### config.mk
export PLATFORM = sky130hd
export DESIGN_NAME = return_stack
export DESIGN_NICKNAME = d
export VERILOG_FILES = /design/src/rtl/bpu_pkg.sv /design/src/rtl/return_stack.sv
export VERILOG_INCLUDE_DIRS = /design/src /design/src/rtl
export SDC_FILE = /design/constraint.sdc
export NUM_CORES = 1
export LEC_CHECK = 0
export ABC_AREA = 1
export BUFFER_PORTS_ARGS = -buffer_cell sky130_fd_sc_hd__buf_2
export CAP_MARGIN = 20
export CELL_PAD_IN_SITES_DETAIL_PLACEMENT = 1
export CELL_PAD_IN_SITES_GLOBAL_PLACEMENT = 2
export CORE_MARGIN = 2
export CORE_UTILIZATION = 40
export CTS_CLUSTER_DIAMETER = 80
export DETAILED_ROUTE_END_ITERATION = 16
export MAX_ROUTING_LAYER = met4
export PLACE_DENSITY = 0.83
export SLEW_MARGIN = 20
export SYNTH_ARGS = -nofsm -noshare
export SYNTH_HDL_FRONTEND = slang
export SYNTH_SLANG_ARGS = --single-unit
### constraint.sdc
create_clock -name clk -period 3.83 [get_ports clk]
set_input_delay 0.1915 -clock clk [delete_from_list [all_inputs] [get_ports clk]]
set_output_delay 0.1915 -clock clk [all_outputs]
set_load 0.01 [all_outputs]
### src/rtl/bpu_config.svh
`ifndef BPU_CONFIG_SVH
`define BPU_CONFIG_SVH

// sizing of the branch-prediction unit

// virtual address width
`define BPU_ADDR_BITS 32

// direct-mapped table index, taken from pc[11:2]
`define BPU_INDEX_BITS 10

// tag above the index, pc[31:12]
`define BPU_TAG_BITS 20

// lowest pc bit used by the index
// instructions are word aligned
`define BPU_INDEX_LSB 2

// a fetch group holds two instructions
// so fall-through is eight bytes ahead
`define BPU_FETCH_STEP 8

// size of one instruction in bytes
`define BPU_INST_BYTES 4

// return stack entries, power of two so pointers wrap
`define BPU_RAS_DEPTH 8

`endif

### src/rtl/bpu_pkg.sv
`include "bpu_config.svh"

package bpu_pkg;

    // virtual address as seen by fetch and execute
    typedef logic [`BPU_ADDR_BITS-1:0] bpu_addr_t;

    // two-bit saturating counter
    typedef logic [1:0] bpu_count_t;

    // branch kind stored in each table entry
    // branch_none marks an empty entry
    typedef enum logic [2:0] {
        branch_none   = 3'd0,
        branch_cond   = 3'd1,
        branch_jump   = 3'd2,
        branch_call   = 3'd3,
        branch_return = 3'd4
    } br_type_t;

    // correction sequence after a mispredict
    typedef enum logic {
        state_idle       = 1'b0,
        state_correction = 1'b1
    } bpu_state_t;

    // counter encodings
    // bit 1 set means predict taken
    localparam bpu_count_t cnt_strong_nt = 2'd0;
    localparam bpu_count_t cnt_weak_nt   = 2'd1;
    localparam bpu_count_t cnt_weak_t    = 2'd2;
    localparam bpu_count_t cnt_strong_t  = 2'd3;

endpackage

### src/rtl/return_stack.sv
`include "bpu_config.svh"

module return_stack import bpu_pkg::*; (
    input  logic      clk,
    input  logic      reset,
    input  logic      flush,

    // speculative side, driven by predictions
    input  logic      push,
    input  logic      pop,
    input  bpu_addr_t push_data,

    // committed side, driven by verified branches
    input  logic      commit_push,
    input  logic      commit_pop,
    input  bpu_addr_t commit_push_data,

    output bpu_addr_t top
);

    localparam int ptr_bits = $clog2(`BPU_RAS_DEPTH);

    // circular storage, overflow silently overwrites the oldest entry
    bpu_addr_t spec_mem   [`BPU_RAS_DEPTH];
    bpu_addr_t commit_mem [`BPU_RAS_DEPTH];

    // pointers address the next free slot
    logic [ptr_bits-1:0] spec_ptr;
    logic [ptr_bits-1:0] commit_ptr;
    logic [ptr_bits-1:0] spec_top_idx;
    logic [ptr_bits-1:0] commit_top_idx;

    // pointer step shared by both copies
    // push and pop together leave the pointer alone
    function automatic logic [ptr_bits-1:0] next_ptr(
        input logic [ptr_bits-1:0] ptr,
        input logic                do_push,
        input logic                do_pop
    );
        logic [ptr_bits-1:0] result;
        result = ptr;
        if (do_push && !do_pop) begin
            result = ptr + 1'b1;
        end else if (do_pop && !do_push) begin
            result = ptr - 1'b1;
        end
        return result;
    endfunction

    // entry just below each pointer
    assign spec_top_idx   = spec_ptr - 1'b1;
    assign commit_top_idx = commit_ptr - 1'b1;

    assign top = spec_mem[spec_top_idx];

    // speculative pointer
    // flush takes the committed pointer as it stands this cycle
    always_ff @(posedge clk) begin
        if (reset) begin
            spec_ptr <= '0;
        end else if (flush) begin
            spec_ptr <= commit_ptr;
        end else begin
            spec_ptr <= next_ptr(spec_ptr, push, pop);
        end
    end

    // speculative entries
    always_ff @(posedge clk) begin
        if (flush) begin
            spec_mem <= commit_mem;
        end else if (push && pop) begin
            // return and call in one step, top is replaced
            spec_mem[spec_top_idx] <= push_data;
        end else if (push) begin
            spec_mem[spec_ptr] <= push_data;
        end
    end

    // committed pointer, never disturbed by flush
    always_ff @(posedge clk) begin
        if (reset) begin
            commit_ptr <= '0;
        end else begin
            commit_ptr <= next_ptr(commit_ptr, commit_push, commit_pop);
        end
    end

    // committed entries
    always_ff @(posedge clk) begin
        if (commit_push && commit_pop) begin
            commit_mem[commit_top_idx] <= commit_push_data;
        end else if (commit_push) begin
            commit_mem[commit_ptr] <= commit_push_data;
        end
    end

endmodule

==> results of run 1 <==
-- registers in the layout, indices dropped and copies added, names as in the netlist --
| signal | flops |
|---|---|
| spec_mem | 256 |
| commit_ptr | 3 |
| commit_mem | 256 |
| spec_ptr | 3 |
-- worst max-delay path, stage by stage (launching register included) --
cell	delay, ns
dfxtp_4	0.70
inv_4	0.17
ha_4	0.42
inv_2	0.17
buf_4	0.48
a21oi_1	0.09
o21ai_0	0.35
nand2_1	0.15
buf_2	0.18
-- where the power goes --
part	switching, mW	internal (mW)	leakage (nW)
Clock	2.34	3.25	0.903
Combinational	1.98	0.649	5.61
Sequential	0.169	6.87	4.92
Total	4.49	10.8	11.4
-- metal layers --
| layer | up-vias | part of all wire, % | track usage (%) |
|---|---|---|---|
| li1 | 8699 | - | - |
| met1 | 9879 | 42 | 37.8 |
| met2 | 832 | 47 | 46.9 |
| met3 | 199 | 7.8 | 5.65 |
| met4 | 0 | 3.2 | 9.34 |
| met5 | - | 0 | - |
-- kinds of logic after synthesis --
group	after synthesis	share of synthesized area, %
compound gates	213	4.46
simple gates	1594	26.3
flops	518	63.5
buf+inv	261	5.41
xor+xnor	1	0.0359
fa+ha+maj	6	0.308
-- synthesized netlist by cell type --
cell type     n
nand4_1       1
buf_2        79
inv_2         9
nand3_2       6
nor3_1        1
o21ai_1      20
nor2_2        1
a21oi_1     171
a31oi_4       1
nand3_1     249
nor2_1      307
inv_4         3
nand2_2      10
buf_6        18
nor2_4        1
nand2_4       4
xnor2_1       1
a21boi_2      1
dfxtp_1       6
inv_1        78
buf_1         1
nand2_1    1013
o21ai_0      20
edfxtp_1    512
ha_1          6
clkbuf_1     47
or2_2         1
buf_4        26
-- cell type report --
| cell class | count | area (um^2) | share of cell area [%] |
|---|---|---|---|
| Sequential cell | 518 | 15500 | 56.1 |
| Multi-Input combinational cell | 1814 | 7720 | 28.0 |
| Clock buffer | 70 | 1510 | 5.46 |
| Timing Repair Buffer | 171 | 1200 | 4.35 |
| Tap cell | 782 | 978 | 3.54 |
| Clock inverter | 31 | 352 | 1.27 |
| Inverter | 90 | 348 | 1.26 |
-- final timing paths --
kind	startpoint	depth (start not counted)	slack [ns]	endpoint
hold reg to reg	commit_mem[245]$_DFFE_PP_	2	0.51	spec_mem[245]$_DFFE_PP_
setup reg to reg	commit_ptr[0]$_SDFFE_PP0P_	7	0.67	commit_mem[70]$_DFFE_PP_
hold / removal	commit_pop	4	0.03	commit_ptr[0]$_SDFFE_PP0P_
setup / recovery	spec_ptr[0]$_SDFFE_PP0P_	8	0.28	top[23]
-- cells in the final DEF (no fill, tap or decap), types with 2 or more instances in the layout --
| cell type | instances |
|---|---|
| edfxtp_1 | 512 |
| nor2_4 | 7 |
| dfxtp_1 | 5 |
| o21ai_1 | 20 |
| a21oi_4 | 6 |
| clkbuf_1 | 11 |
| buf_2 | 101 |
| dlygate4sd3_1 | 5 |
| nand3_1 | 249 |
| inv_2 | 8 |
| clkbuf_16 | 58 |
| nor2_1 | 301 |
| buf_12 | 12 |
| nand2_1 | 1009 |
| clkinv_1 | 11 |
| bufinv_16 | 7 |
| o21ai_0 | 20 |
| a21oi_1 | 165 |
| inv_1 | 78 |
| nand2_2 | 14 |
| clkinv_2 | 8 |
| buf_4 | 51 |
| nand3_2 | 6 |
| clkinvlp_4 | 2 |
| inv_4 | 4 |
| ha_1 | 5 |
| nand2_4 | 4 |
| buf_6 | 2 |
-- metrics by stage --
stage               setup slack, ns  instances
detailed placement            0.656       3370
global placement              0.715       3370
floorplan                     0.354       2593
finish                        0.277       3476
CTS                           0.156       3476
global route                  0.111       3476
-- repair_timing --
| action | CTS | global route |
|---|---|---|
| setup endpoints to repair | 0 | 4 |
| hold buffers | 5 | 0 |
| endpoints found under the hold margin | 15 | 0 |
| resized for setup | 0 | 1 |
==> metrics.yaml, run 1 <==
outcome: "complete, no violations"
setup-violations-final: 0
synth_cell_types: 28
finalMaxSlewViolations: 0
arrival_ns: 3.36
synthesis.area_mm2: 0.0244
hold_path.class: "in2reg"
utilization_pct: 45.7
min_period_ns: 3.55
cp-start-kind: "register"
wl_mm: 89.5
synth-seq-cells: 518
clk_path_buf_depth: 3
hold_viol: 0
endpoint_kind: "output port"
fp.dieH_um: 251
clock_skew_ns: 0.0241
grt_pass1_vias: 20500
fill_cells: 6865
drt-initial-drc-count: 2057
antennaDiodeCount: 0
synth.area.top_cells: "edfxtp_1, nand2_1, nand3_1"
synth.avg_cell_area_um2: 9.41
start_util_pct: 40.4
cts.sinks: 518
drive_gt1_share_pct: 11.1
cp_max_fo: 40
hold_slack_ns: 0.0275
fin_nets: 2729
port_buffers: 102
die_x_um: 251
crit_type: "reg2out"
tns_ns: 0
syn2layout_area_growth_pct: 13.2
tightest_slew_ns: 1.14
yosys_warnings: 0
first_pass_iters: 5
wl_per_cell_um: 25.8
fmax_mhz: 281
num_rows: 90
timing.slew.headroom_pct: 24.1
cts_htree_levels: 2
post-route-drc-count: 0
cts_buffers: 57
irDropWorstVdd_v: 0.000315
dpl_cell_area_mm2: 0.0257
clock_latency_ns: 0.63
grt_start_max_net_pins: 211
groute.usage.overall_pct: 29.3
via_count: 19600
antenna_left: 0
io_pins: 103
antenna_found_initial: 0
final_area_mm2: 0.0276
dieArea_mm2: 0.0630
worstPathRequired_ns: 3.64
p_total_mw: 15.3
clockRootBuffer: "clkbuf_16"
synth_top_area_share_pct: 63.0
cap_violations: 0
postCtsSetupBuffers: 0
core_area_mm2: 0.0604
dpl.hpwl_mm: 52.9
rsz0062_at_grt: "false"
post-route-period-util_pct: 92.8
power.leakage_nw: 11.4
p_per_area_mw_per_mm2: 553
routabilityCongestion: 0.845
cts_tree: "built"
ys_seq_area_share_pct: 63.5
vias_per_cell: 5.64
synth_area_leader_cell: "edfxtp_1"
synthCells: 2593
grt_pass1_wl_mm: 132
overflow: 0
syn_nets: 2670
path_clk_slew_ns: 0.06
(Power assumes the default switching activity.)
==> run 2: changes to the inputs <==
- CORE_UTILIZATION: 40 -> 36
- PLACE_DENSITY: 0.83 -> 0.79
- clock period: 3.83 -> 3 ns (I/O delays scaled with it)
==> run 2 against run 1 <==
Worst setup slack worse by 0.16 ns. Design area up 1.3%. Clock skew fell by 0.014 ns. Largest power group unchanged. Highest routed layer unchanged. Total power is 28% higher. Critical endpoint is now top[27]. Via count decreased by 1.0%. Combinational power increased by 29%. Global-route usage down 3.4 points. First-iteration DRC count shrank 17%. Die area grew 11%.
==> metrics.yaml, run 2 (same netlist as run 1, synthesis figures left out) <==
dieArea_mm2: 0.0698  # +11%
antenna_found_initial: 0  # unchanged
final_area_mm2: 0.0280  # +1.3%
power.leakage_nw: 11.6  # +1.2%
first_pass_iters: 7  # +2
irDropWorstVdd_v: 0.000462  # +46%
cts_htree_levels: 2  # unchanged
overflow: 0  # unchanged
endpoint_kind: "output port"
hold_path.class: "in2reg"
antenna_left: 0  # unchanged
grt_pass1_wl_mm: 130  # -1.4%
port_buffers: 102  # unchanged
fin_nets: 2752  # +0.84%
largestRegisters: "commit_mem (256), spec_mem (256)"
path_clk_slew_ns: 0.06  # about the same
routabilityCongestion: 0.896  # +6.0%
rsz0062_at_grt: "false"
p_per_area_mw_per_mm2: 701  # +27%
crit_buf_inv: 3  # -1
wl_per_cell_um: 24.5  # -4.8%
vias_per_cell: 5.40  # -4.3%
fin_cells: 3595  # +3.4%
wl_mm: 88.1  # -1.5%
clk_path_buf_depth: 3  # unchanged
postCtsSetupBuffers: 0  # unchanged
pre_cts_ws_ns: 0.482  # -0.174 ns
max_stage_delay_ns: 0.43  # -0.27 ns
most-common-layout-cells: "nand2_1, edfxtp_1, nor2_1"
cap_violations: 0  # unchanged
timing.slew.headroom_pct: 29.8  # +5.7 points
tns_ns: 0  # unchanged
hold_slack_ns: 0.0184  # -0.00915 ns
crit_path_cell_trace: "inv_2, ha_4, buf_12, a21oi_1, o21ai_0, nand2_1, buf_2"
utilization_pct: 41.6  # -4.1 points
p_total_mw: 19.6  # +28%
cts.sinks: 518  # unchanged
dpl_cell_area_mm2: 0.0259  # +0.91%
min_period_ns: 2.88
clockRootBuffer: "clkbuf_16"
start_util_pct: 36.3  # -4.1 points
cp-start-kind: "register"
layout_commonest_cell: "nand2_1"
setup_ws_ns: 0.122  # -0.155 ns
cp_max_fo: 69  # +73%
syn2layout_area_growth_pct: 14.6
fmax_mhz: 347
fp.dieH_um: 264  # +5.3%
setup-violations-final: 0  # unchanged
cts_tree: "built"
drive_gt1_share_pct: 11.7  # +0.55 points
clock_latency_ns: 0.62  # about the same
clock_skew_ns: 0.00961  # -0.0145 ns
crit_type: "reg2out"
core_area_mm2: 0.0672  # +11%
outcome: "complete, no violations"
via_count: 19400  # -1.0%
cts_buffers: 58  # +1.8%
post-route-drc-count: 0  # unchanged
arrival_ns: 2.73  # -0.63 ns
antennaDiodeCount: 0  # unchanged
post-route-period-util_pct: 95.9
hold_viol: 0  # unchanged
critPathSlowestCell: "dfxtp_1"
grt_start_max_net_pins: 174  # -18%
cp_top_family: "buffers and inverters"
groute.usage.overall_pct: 26.0  # -3.4 points
finalMaxSlewViolations: 0  # unchanged
dpl.hpwl_mm: 54.3  # +2.6%
io_pins: 103  # unchanged
tightest_slew_ns: 1.05  # -0.0864 ns
grt_pass1_vias: 20400  # -0.72%
num_rows: 95  # +5.6%
drt-initial-drc-count: 1714  # -17%
die_x_um: 264  # +5.3%
dp_cells: 3476  # +3.1%
worstPathRequired_ns: 2.85  # -0.79 ns
==> run 2: cell types whose count changed in the layout (fill, tap and decap cells not counted), moves of 2 or more <==
cell	previous run	this run
buf_4	51	66
dlygate4sd3_1	5	12
clkbuf_1	11	15
clkbuf_16	58	61
clkinv_2	8	11
nand2_1	1009	1007
nand2_2	14	16
==> run 2: final timing paths <==
| path | from | end | slack, ns | depth (start not counted) |
|---|---|---|---|---|
| hold reg to reg | commit_mem[98]$_DFFE_PP_ | spec_mem[98]$_DFFE_PP_ | 0.51 | 2 |
| hold / removal | commit_push_data[22] | commit_mem[118]$_DFFE_PP_ | 0.02 | 3 |
| setup reg to reg | spec_ptr[1]$_SDFFE_PP0P_ | spec_mem[219]$_DFFE_PP_ | 0.45 | 11 |
| setup / recovery | spec_ptr[1]$_SDFFE_PP0P_ | top[27] | 0.12 | 7 |
==> run 2: what timing repair did <==
| action | CTS | global route |
|---|---|---|
| hold endpoints to repair | 61 | 0 |
| resized for setup | 2 | 0 |
| hold buffers | 12 | 0 |
| setup endpoints to repair | 5 | 0 |
==> run 2: cell type report <==
cell class | count | area, um^2
fill | 7591 | 39200
clock inverter | 31 | 318
multi-input combinational | 1814 | 7720
tap | 873 | 1090
sequential | 518 | 15500
clock buffer | 76 | 1580
inverter | 90 | 350
timing repair buffer | 193 | 1390
==> run 2: worst register-to-register path, delay by kind of cell (launching register included) <==
| kind | cells | cell delay, ns |
|---|---|---|
| flip-flops | 1 | 0.43 |
| buffers and inverters | 4 | 0.72 |
| AND/OR/NAND/NOR | 6 | 0.90 |
| adder cells (fa/ha/maj) | 1 | 0.18 |
==> run 2: per-layer routing <==
| layer | track usage [%] | wire length [um] | vias to the layer above | part of all wire (%) |
|---|---|---|---|---|
| li1 | - | - | 8759 | - |
| met5 | - | 0 | - | 0 |
| met2 | 43.1 | 42500 | 656 | 48 |
| met1 | 33.3 | 37900 | 9837 | 43 |
| met3 | 3.49 | 5170 | 161 | 5.9 |
| met4 | 7.42 | 2550 | 0 | 2.9 |
==> run 2: where the power goes <==
| part | leakage [nW] | switching (mW) | internal [mW] | total, mW |
|---|---|---|---|---|
| Clock | 0.930 | 2.97 | 4.28 | 7.26 |
| Sequential | 4.92 | 0.192 | 8.76 | 8.96 |
| Combinational | 5.72 | 2.52 | 0.859 | 3.38 |
| Total | 11.6 | 5.68 | 13.9 | 19.6 |
